### config.mk
export PLATFORM = sky130hd
export DESIGN_NAME = scope_dma
export DESIGN_NICKNAME = d
export VERILOG_FILES = /design/src/hw/scope_regs_pkg.sv /design/src/hw/scope_stream_pkg.sv /design/src/hw/frame_marker.sv /design/src/hw/scope_dma.sv /design/src/hw/scope_dma_engine.sv /design/src/hw/scope_register_file.sv /design/src/hw/stream_combiner.sv /design/src/hw/trigger_hub.sv
export SDC_FILE = /design/constraint.sdc
export NUM_CORES = 1
export LEC_CHECK = 0
export BUFFER_PORTS_ARGS = -buffer_cell sky130_fd_sc_hd__buf_2
export CAP_MARGIN = 20
export CORE_ASPECT_RATIO = 2
export CORE_MARGIN = 3
export CORE_UTILIZATION = 30
export DETAILED_ROUTE_END_ITERATION = 7
export HOLD_SLACK_MARGIN = 0.03
export PLACE_DENSITY = 0.49
export SYNTH_ARGS = -nofsm -noshare
export SYNTH_HDL_FRONTEND = slang
export SYNTH_HIERARCHICAL = 1
export SYNTH_SLANG_ARGS = --single-unit
### constraint.sdc
create_clock -name clock -period 3.3 [get_ports clock]
set_input_delay 0.33 -clock clock [delete_from_list [all_inputs] [get_ports clock]]
set_output_delay 0.33 -clock clock [all_outputs]
set_load 0.005 [all_outputs]
### src/hw/scope_regs_pkg.sv
`default_nettype none

// Register map and field widths of the scope control port
package scope_regs_pkg;

    // Register index and data widths on the strobe bus
    localparam int REG_ADDR_WIDTH = 3;
    localparam int REG_WIDTH = 32;

    // Register indices
    localparam logic [REG_ADDR_WIDTH-1:0] ADDR_FRAME_LEN = 3'd0;
    localparam logic [REG_ADDR_WIDTH-1:0] ADDR_ENABLE = 3'd1;
    localparam logic [REG_ADDR_WIDTH-1:0] ADDR_BASE_ADDR = 3'd2;
    // A write here also arms the trigger
    localparam logic [REG_ADDR_WIDTH-1:0] ADDR_TRIGGER_SELECT = 3'd3;
    // Write only, a write pulses the acknowledge
    localparam logic [REG_ADDR_WIDTH-1:0] ADDR_CAPTURE_ACK = 3'd4;
    localparam logic [REG_ADDR_WIDTH-1:0] ADDR_TRIGGER_POS = 3'd5;
    localparam logic [REG_ADDR_WIDTH-1:0] ADDR_STATUS = 3'd6;

    // Status word layout, inhibit on top and buffer level in the low bits
    localparam int STATUS_INHIBIT_BIT = 31;
    localparam int LEVEL_WIDTH = 16;

    // Trigger lines and the width of the line selector
    localparam int N_TRIGGERS = 8;
    localparam int TRIGGER_SEL_WIDTH = 3;

endpackage

`default_nettype wire

### src/hw/scope_stream_pkg.sv
`default_nettype none

// Sizes of the sample streams and layout of the memory word
package scope_stream_pkg;

    // Number of input sample streams and their sample width
    localparam int N_STREAMS = 4;
    localparam int SAMPLE_WIDTH = 24;

    // Width of the round-robin channel index
    localparam int CHANNEL_WIDTH = $clog2(N_STREAMS);

    // The tag holds the channel index in the top bits of a word
    localparam int DEST_WIDTH = 8;

    // A memory word is the tag above the sample
    localparam int WORD_WIDTH = DEST_WIDTH + SAMPLE_WIDTH;

    // Byte addressing on the memory port
    localparam int MEM_ADDR_WIDTH = 32;
    localparam int WORD_BYTES = 4;

endpackage

`default_nettype wire

### src/hw/frame_marker.sv
`default_nettype none

module frame_marker
    import scope_regs_pkg::*;
    import scope_stream_pkg::*;
(
    input  logic                   clock,
    input  logic                   rst_n,
    input  logic [LEVEL_WIDTH-1:0] frame_len,
    input  logic                   in_valid,
    output logic                   in_ready,
    input  logic [WORD_WIDTH-1:0]  in_data,
    output logic                   out_valid,
    input  logic                   out_ready,
    output logic [WORD_WIDTH-1:0]  out_data,
    output logic                   frame_last,
    output logic [LEVEL_WIDTH-1:0] buffer_level
);

    // Beats accepted so far in the current frame
    logic [LEVEL_WIDTH-1:0] beat_count;

    // The stream passes straight through with no added latency
    assign out_valid = in_valid;
    assign in_ready = out_ready;
    assign out_data = in_data;

    // Last beat of a frame, the count wraps after it
    assign frame_last = (beat_count == frame_len - LEVEL_WIDTH'(1));

    // The trigger looks at how far into the frame the capture is
    assign buffer_level = beat_count;

    always_ff @(posedge clock) begin
        if (!rst_n) begin
            beat_count <= '0;
        end else if (in_valid && out_ready) begin
            if (frame_last) begin
                beat_count <= '0;
            end else begin
                beat_count <= beat_count + LEVEL_WIDTH'(1);
            end
        end
    end

endmodule

`default_nettype wire

### src/hw/scope_dma.sv
`default_nettype none

module scope_dma
    import scope_regs_pkg::*;
    import scope_stream_pkg::*;
(
    input  logic                              clock,
    input  logic                              rst_n,
    input  logic                              reg_write,
    input  logic                              reg_read,
    input  logic [REG_ADDR_WIDTH-1:0]         reg_addr,
    input  logic [REG_WIDTH-1:0]              reg_wdata,
    output logic [REG_WIDTH-1:0]              reg_rdata,
    input  logic [N_STREAMS-1:0]              stream_valid,
    output logic [N_STREAMS-1:0]              stream_ready,
    input  logic [N_STREAMS*SAMPLE_WIDTH-1:0] stream_data,
    output logic                              mem_valid,
    input  logic                              mem_ready,
    output logic [MEM_ADDR_WIDTH-1:0]         mem_addr,
    output logic [WORD_WIDTH-1:0]             mem_data,
    output logic                              dma_done,
    output logic [N_TRIGGERS-1:0]             trigger_out
);

    // Configuration from the register file
    logic [LEVEL_WIDTH-1:0]       frame_len;
    logic                         dma_enable;
    logic [REG_WIDTH-1:0]         base_addr;
    logic [TRIGGER_SEL_WIDTH-1:0] trigger_select;
    logic                         trigger_arm;
    logic [LEVEL_WIDTH-1:0]       trigger_pos;
    logic                         capture_ack;
    logic                         capture_inhibit;

    // Combined stream before and after the inhibit gate
    logic                  comb_valid;
    logic                  comb_ready;
    logic [WORD_WIDTH-1:0] comb_data;
    logic                  gated_valid;
    logic                  gated_ready;

    // Framed stream into the engine
    logic                   marked_valid;
    logic                   marked_ready;
    logic [WORD_WIDTH-1:0]  marked_data;
    logic                   frame_last;
    logic [LEVEL_WIDTH-1:0] buffer_level;
    logic                   frame_done;

    // While inhibited the handshake is closed both ways so beats wait in the combiner
    assign gated_valid = comb_valid && !capture_inhibit;
    assign comb_ready = gated_ready && !capture_inhibit;

    // A frame is done when its last beat enters the engine
    assign frame_done = frame_last && marked_valid && marked_ready;

    scope_register_file register_file_inst (
        .clock(clock), .rst_n(rst_n),
        .reg_write(reg_write), .reg_read(reg_read), .reg_addr(reg_addr),
        .reg_wdata(reg_wdata), .reg_rdata(reg_rdata),
        .capture_inhibit(capture_inhibit), .buffer_level(buffer_level),
        .frame_len(frame_len), .dma_enable(dma_enable), .base_addr(base_addr),
        .trigger_select(trigger_select), .trigger_arm(trigger_arm),
        .trigger_pos(trigger_pos), .capture_ack(capture_ack)
    );

    trigger_hub trigger_hub_inst (
        .clock(clock), .rst_n(rst_n),
        .trigger_arm(trigger_arm), .trigger_select(trigger_select),
        .trigger_pos(trigger_pos), .buffer_level(buffer_level),
        .frame_done(frame_done), .capture_ack(capture_ack),
        .trigger_out(trigger_out), .capture_inhibit(capture_inhibit)
    );

    stream_combiner combiner_inst (
        .clock(clock), .rst_n(rst_n),
        .stream_valid(stream_valid), .stream_ready(stream_ready),
        .stream_data(stream_data),
        .comb_valid(comb_valid), .comb_ready(comb_ready), .comb_data(comb_data)
    );

    frame_marker frame_marker_inst (
        .clock(clock), .rst_n(rst_n), .frame_len(frame_len),
        .in_valid(gated_valid), .in_ready(gated_ready), .in_data(comb_data),
        .out_valid(marked_valid), .out_ready(marked_ready), .out_data(marked_data),
        .frame_last(frame_last), .buffer_level(buffer_level)
    );

    scope_dma_engine dma_engine_inst (
        .clock(clock), .rst_n(rst_n),
        .enable(dma_enable), .base_addr(base_addr),
        .in_valid(marked_valid), .in_ready(marked_ready), .in_data(marked_data),
        .in_last(frame_last),
        .mem_valid(mem_valid), .mem_ready(mem_ready), .mem_addr(mem_addr),
        .mem_data(mem_data), .dma_done(dma_done)
    );

endmodule

`default_nettype wire

### src/hw/scope_dma_engine.sv
`default_nettype none

module scope_dma_engine
    import scope_stream_pkg::*;
(
    input  logic                      clock,
    input  logic                      rst_n,
    input  logic                      enable,
    input  logic [MEM_ADDR_WIDTH-1:0] base_addr,
    input  logic                      in_valid,
    output logic                      in_ready,
    input  logic [WORD_WIDTH-1:0]     in_data,
    input  logic                      in_last,
    output logic                      mem_valid,
    input  logic                      mem_ready,
    output logic [MEM_ADDR_WIDTH-1:0] mem_addr,
    output logic [WORD_WIDTH-1:0]     mem_data,
    output logic                      dma_done
);

    // Byte offset of the next word inside the current frame
    logic [MEM_ADDR_WIDTH-1:0] offset;

    // The word in the output slot closes a frame
    logic slot_last;

    // A beat enters the slot in this cycle
    logic accept;

    // Room in the slot when it is empty or the memory takes it now
    assign in_ready = enable && (!mem_valid || mem_ready);
    assign accept = in_valid && in_ready;

    // Frame end is reported when memory takes the last word
    assign dma_done = mem_valid && mem_ready && slot_last;

    // Slot valid and frame offset
    always_ff @(posedge clock) begin
        if (!rst_n) begin
            mem_valid <= 1'b0;
            offset <= '0;
        end else if (accept) begin
            mem_valid <= 1'b1;
            if (in_last) begin
                offset <= '0;
            end else begin
                offset <= offset + MEM_ADDR_WIDTH'(WORD_BYTES);
            end
        end else if (mem_ready) begin
            mem_valid <= 1'b0;
        end
    end

    // Address and data only change on accept, so they hold through a stall
    always_ff @(posedge clock) begin
        if (accept) begin
            mem_addr <= base_addr + offset;
            mem_data <= in_data;
            slot_last <= in_last;
        end
    end

endmodule

`default_nettype wire

### src/hw/scope_register_file.sv
`default_nettype none

module scope_register_file
    import scope_regs_pkg::*;
(
    input  logic                         clock,
    input  logic                         rst_n,
    input  logic                         reg_write,
    input  logic                         reg_read,
    input  logic [REG_ADDR_WIDTH-1:0]    reg_addr,
    input  logic [REG_WIDTH-1:0]         reg_wdata,
    output logic [REG_WIDTH-1:0]         reg_rdata,
    input  logic                         capture_inhibit,
    input  logic [LEVEL_WIDTH-1:0]       buffer_level,
    output logic [LEVEL_WIDTH-1:0]       frame_len,
    output logic                         dma_enable,
    output logic [REG_WIDTH-1:0]         base_addr,
    output logic [TRIGGER_SEL_WIDTH-1:0] trigger_select,
    output logic                         trigger_arm,
    output logic [LEVEL_WIDTH-1:0]       trigger_pos,
    output logic                         capture_ack
);

    // Read data selected by the address, registered on a read strobe
    logic [REG_WIDTH-1:0] read_word;

    // Writable registers and the two strobe pulses
    always_ff @(posedge clock) begin
        if (!rst_n) begin
            frame_len <= '0;
            dma_enable <= 1'b0;
            base_addr <= '0;
            trigger_select <= '0;
            trigger_pos <= '0;
            trigger_arm <= 1'b0;
            capture_ack <= 1'b0;
        end else begin
            // Arm and acknowledge are single cycle pulses
            trigger_arm <= reg_write && (reg_addr == ADDR_TRIGGER_SELECT);
            capture_ack <= reg_write && (reg_addr == ADDR_CAPTURE_ACK);
            if (reg_write) begin
                case (reg_addr)
                    ADDR_FRAME_LEN: frame_len <= reg_wdata[LEVEL_WIDTH-1:0];
                    ADDR_ENABLE: dma_enable <= reg_wdata[0];
                    ADDR_BASE_ADDR: base_addr <= reg_wdata;
                    ADDR_TRIGGER_SELECT: trigger_select <= reg_wdata[TRIGGER_SEL_WIDTH-1:0];
                    ADDR_TRIGGER_POS: trigger_pos <= reg_wdata[LEVEL_WIDTH-1:0];
                    default: ;
                endcase
            end
        end
    end

    // Readback mux, narrow fields come back zero extended
    always_comb begin
        read_word = '0;
        case (reg_addr)
            ADDR_FRAME_LEN: read_word = REG_WIDTH'(frame_len);
            ADDR_ENABLE: read_word = REG_WIDTH'(dma_enable);
            ADDR_BASE_ADDR: read_word = base_addr;
            ADDR_TRIGGER_SELECT: read_word = REG_WIDTH'(trigger_select);
            ADDR_TRIGGER_POS: read_word = REG_WIDTH'(trigger_pos);
            ADDR_STATUS: begin
                read_word[STATUS_INHIBIT_BIT] = capture_inhibit;
                read_word[LEVEL_WIDTH-1:0] = buffer_level;
            end
            // The acknowledge register and unused indices read as zero
            default: read_word = '0;
        endcase
    end

    // Read data shows up one cycle after the strobe and holds until the next read
    always_ff @(posedge clock) begin
        if (reg_read) begin
            reg_rdata <= read_word;
        end
    end

endmodule

`default_nettype wire

### src/hw/stream_combiner.sv
`default_nettype none

module stream_combiner
    import scope_stream_pkg::*;
(
    input  logic                              clock,
    input  logic                              rst_n,
    input  logic [N_STREAMS-1:0]              stream_valid,
    output logic [N_STREAMS-1:0]              stream_ready,
    input  logic [N_STREAMS*SAMPLE_WIDTH-1:0] stream_data,
    output logic                              comb_valid,
    input  logic                              comb_ready,
    output logic [WORD_WIDTH-1:0]             comb_data
);

    // Channel granted most recently, the search starts just after it
    logic [CHANNEL_WIDTH-1:0] last_grant;

    // Channel chosen in this cycle and whether any channel offers data
    logic [CHANNEL_WIDTH-1:0] grant_idx;
    logic                     grant_found;

    // Candidate channel during the round-robin search
    logic [CHANNEL_WIDTH-1:0] candidate;

    // The output slot can take a beat when it is empty or drains now
    logic slot_free;

    // A beat moves from the granted stream into the slot
    logic take;

    assign slot_free = !comb_valid || comb_ready;
    assign take = slot_free && grant_found;

    // Round-robin search over the channels after the last grant
    always_comb begin
        grant_found = 1'b0;
        grant_idx = last_grant;
        candidate = last_grant;
        for (int k = 1; k <= N_STREAMS; k++) begin
            candidate = CHANNEL_WIDTH'((int'(last_grant) + k) % N_STREAMS);
            if (!grant_found && stream_valid[candidate]) begin
                grant_found = 1'b1;
                grant_idx = candidate;
            end
        end
    end

    // Only the granted stream sees ready, and only while the slot has room
    always_comb begin
        stream_ready = '0;
        if (take) begin
            stream_ready[grant_idx] = 1'b1;
        end
    end

    // Output slot control and the round-robin pointer
    always_ff @(posedge clock) begin
        if (!rst_n) begin
            comb_valid <= 1'b0;
            // Start just before channel 0 so the first grant goes to channel 0
            last_grant <= CHANNEL_WIDTH'(N_STREAMS - 1);
        end else if (take) begin
            comb_valid <= 1'b1;
            last_grant <= grant_idx;
        end else if (comb_ready) begin
            comb_valid <= 1'b0;
        end
    end

    // Tagged word, the channel index sits above the sample
    always_ff @(posedge clock) begin
        if (take) begin
            comb_data <= {DEST_WIDTH'(grant_idx),
                          stream_data[grant_idx*SAMPLE_WIDTH +: SAMPLE_WIDTH]};
        end
    end

endmodule

`default_nettype wire

### src/hw/trigger_hub.sv
`default_nettype none

module trigger_hub
    import scope_regs_pkg::*;
(
    input  logic                         clock,
    input  logic                         rst_n,
    input  logic                         trigger_arm,
    input  logic [TRIGGER_SEL_WIDTH-1:0] trigger_select,
    input  logic [LEVEL_WIDTH-1:0]       trigger_pos,
    input  logic [LEVEL_WIDTH-1:0]       buffer_level,
    input  logic                         frame_done,
    input  logic                         capture_ack,
    output logic [N_TRIGGERS-1:0]        trigger_out,
    output logic                         capture_inhibit
);

    // An arm write leaves the trigger pending until the level condition holds
    logic pending;

    // Set once the trigger has fired, cleared by the acknowledge
    logic triggered;

    // The pending trigger fires when enough of the frame is in the buffer
    logic fire;

    assign fire = pending && (buffer_level >= trigger_pos);

    // Trigger line pulse, one hot on the selected line
    always_ff @(posedge clock) begin
        if (!rst_n) begin
            trigger_out <= '0;
        end else begin
            trigger_out <= '0;
            if (fire) begin
                trigger_out[trigger_select] <= 1'b1;
            end
        end
    end

    // Arm state, a fresh arm write takes precedence over a fire in the same cycle
    always_ff @(posedge clock) begin
        if (!rst_n) begin
            pending <= 1'b0;
        end else if (trigger_arm) begin
            pending <= 1'b1;
        end else if (fire) begin
            pending <= 1'b0;
        end
    end

    // Triggered state and capture inhibit
    always_ff @(posedge clock) begin
        if (!rst_n) begin
            triggered <= 1'b0;
            capture_inhibit <= 1'b0;
        end else if (capture_ack) begin
            // Software has read the frame, capture may go on
            triggered <= 1'b0;
            capture_inhibit <= 1'b0;
        end else begin
            if (fire) begin
                triggered <= 1'b1;
            end
            // The frame holding the trigger point is complete, freeze the buffer
            if (triggered && frame_done) begin
                capture_inhibit <= 1'b1;
            end
        end
    end

endmodule

`default_nettype wire

==> metrics <==
status finished, final reports clean; final number of hold-violating endpoints 0; Cell Rows 110; Max transition margin 39.3%; unrepaired setup endpoints after global routing false; post-CTS resize count 0; CTS H-Tree Depth 1; Synth area leader edfxtp_1; Least-Margin Pin Slew 910 ps; dominant combinational cell family by area after synthesis compound AO/OA/AOI/OAI gates; CP cell instances inv_1, ha_1, or4b_2, o21ai_0, a21oi_1, o21ba_2, nand4_2, inv_1, nand2_1, nand2_1, buf_12, nor2_1; max cap viols 0; number of port buffers 249; ys flop type dfxtp_1; Remaining DRCs 0; Antenna diodes 0; chip height 309 um; Synth Area in Compound Gates 17.4%; total negative slack 0 ps; Clock Latency Late Sink 550 ps; Startpoint Class flip-flop; P&R area growth vs syn 18.4%; worst hold path class in2reg; min Tclk post-route 2840 ps; Post-synth EDFFs 123; FFs w/ async S/R, synth 0%; Syn Inst Count 1,413; Die ar. 48,600 sq um; Synth cell types 96; die width 157 um; Post-CTS Setup Bufs 0; first-pass GRT wire length 64,900 um; clock sink count 254; share of cells above drive strength 1 22.4%; nets@finish 1,816; adder-cell share of the synthesized area 4.37%; clock slew at reported path FFs 70 ps; CTS tree yes; kind of critical path reg2reg; Achievable Freq 351 MHz; largest cells by area after synthesis edfxtp_1 (27%), dfxtp_1 (19%), nand2_1 (4.9%); commonest non-fill, non-tap cell in the layout buf_2; M3 GR Usage 2.41%; Worst VDD drop 289 uV; pwr dens 430 nW/um^2; total power 0.00700 W; Final period util 86.2%; M1 GR Usage 15.3%; #FFs+latches synth 254; CTS root buf clkbuf_16; Setup Skew 20.8 ps; CTS max path bufs 3; CORE AREA 45,100 sq um; via count 11,200; sequential share of the synthesized area 45.9%; CP Capture Type flip-flop; Pleak 6.80 nW; met2 usage 36.8%; critical path required time 3740 ps; initial antenna violation count 2; xor/xnor share of the synthesized area 4.97%; most frequent cells in the layout buf_2 (249), nand2_1 (181), dfxtp_1 (131); Via density 5.06; Routed WL 42,500 um; slowest cell on the critical path or4b_2; number of fill cells 4,673; Mapped Avg Cell Area 9.73 sq um; GRT Resource Usage Total 17.1%; drt pass-1 iters 5; mapped cell area 13,700 sq um; vias in the first global route 11,500; grt total ovfl 0; Most Crowded Layer GR met2; crit path max fanout 30; Slew Viols, Final 0; TritonCTS Buffers 25; Starting Density 30.4%; Ys Warns 6; Detail Placement HPWL 33,600 um; routed length per instance 19.3 um; pin count of the biggest net entering global routing 49; Fin Hold WS 65.7 ps; IO Pins 250; post-synthesis mux area share 3.50%; simple-gate portion of the synthesized area 16.3%; crit-path max cell delay 660 ps; Data arrival, critical path 3290 ps; gpl congestion 0.910; ANT nets after route 0; setup violators final 0; Initial DRC Count 404; Yosys top cell area share 26.9%
[what timing repair did]
item,in CTS,in global routing
endpoints found under the setup margin,0,0
endpoints found under the hold margin,21,0
hold buffers,19,0
[where the power goes]
part,switching (W),internal [W],leakage [nW]
registers,0.0000463,0.00342,2.29
clock network,0.00130,0.00144,0.367
logic,0.000463,0.000324,4.15
[final timing paths]
kind / slack [ps] / start / depth (start not counted) / end
worst max-delay path: 460 / register_file_inst/frame_len[0] / 12 / dma_engine_inst/offset[11]
worst min-delay path: 70 / reg_wdata[8] / 3 / register_file_inst/base_addr[8]
worst max register to register: 460 / register_file_inst/frame_len[0] / 12 / dma_engine_inst/offset[11]
worst min register to register: 420 / combiner_inst/comb_data[24] / 0 / dma_engine_inst/mem_data[24]
[cell families (layout without fill, tap and decap cells)]
| kind of cell | count (synthesis) | in the layout |
|---|---|---|
| flops | 254 | 254 |
| mux | 48 | 48 |
| xor+xnor | 78 | 78 |
| compound gates | 340 | 340 |
| other cells | 1 | 6 |
| buf+inv | 205 | 433 |
| simple gates | 439 | 439 |
| fa+ha+maj | 48 | 48 |
[through the flow]
stage                     utilization (%)  area (sq um)  worst slack [ps]  instances
after global placement               34.0         15300               519       2142
after detailed placement             34.0         15300               443       2142
final                                36.1         16300               455       2206
after global routing                 36.1         16300               163       2206
after CTS                            36.1         16300               427       2206
after floorplan                         -         13800               690       1418
[worst max-delay path, delay by kind of cell (launching register included)]
family          cells  cell delay [ps]
buf+inv             3              430
compound gates      3              600
flops               1              370
simple gates        5             1060
fa+ha+maj           1              280
[per-layer routing]
metal,up-vias,part of all wire (%)
met5,-,0.073
met2,329,59
met4,4,3.6
met1,5262,32
li1,5501,-
met3,77,4.6
[cells in the mapped netlist (4+ instances only)]
cell type and n:
nand2b_1 9, a211oi_1 53, buf_6 7, a21o_1 18, o21ai_0 27, dfxtp_1 131
and3_1 14, nand4_1 13, ha_1 48, a22oi_1 13, clkbuf_1 28, buf_2 38
o2111ai_1 4, a21boi_0 4, nor4_1 6, nand2_1 181, nor3_1 23, nand3b_1 4
a21oi_1 106, o22ai_1 13, nor2_1 61, o21ai_1 6, or3_1 10, nor2b_1 20
and4_1 4, o211ai_1 4, edfxtp_1 123, nand3_1 28, mux2i_1 47, a32oi_1 49
inv_1 84, or2_2 4, a31oi_1 9, xnor2_1 33, buf_4 44, xor2_1 45
and2_1 22
[final cells by class]
type,count,area (sq um),share of cell area [%]
multi-input combinational,959,6470,39.7
sequential,254,6320,38.8
timing repair buffer,302,1720,10.5
tap,560,701,4.31
clock buffer,30,664,4.08
inverter,86,323,1.98
clock inverter,15,86.3,0.530
[registers in the layout (all words and copies together) (netlist names), 2 cells and up]
name / count
dma_engine_inst/mem_addr: 32
dma_engine_inst/mem_data: 32
register_file_inst/base_addr: 32
register_file_inst/reg_rdata: 32
dma_engine_inst/offset: 30
combiner_inst/comb_data: 26
frame_marker_inst/buffer_level: 16
register_file_inst/frame_len: 16
register_file_inst/trigger_pos: 16
trigger_hub_inst/trigger_out: 8
register_file_inst/trigger_select: 3
combiner_inst/last_grant: 2
Note: power is estimated with default switching activity, not from simulation.
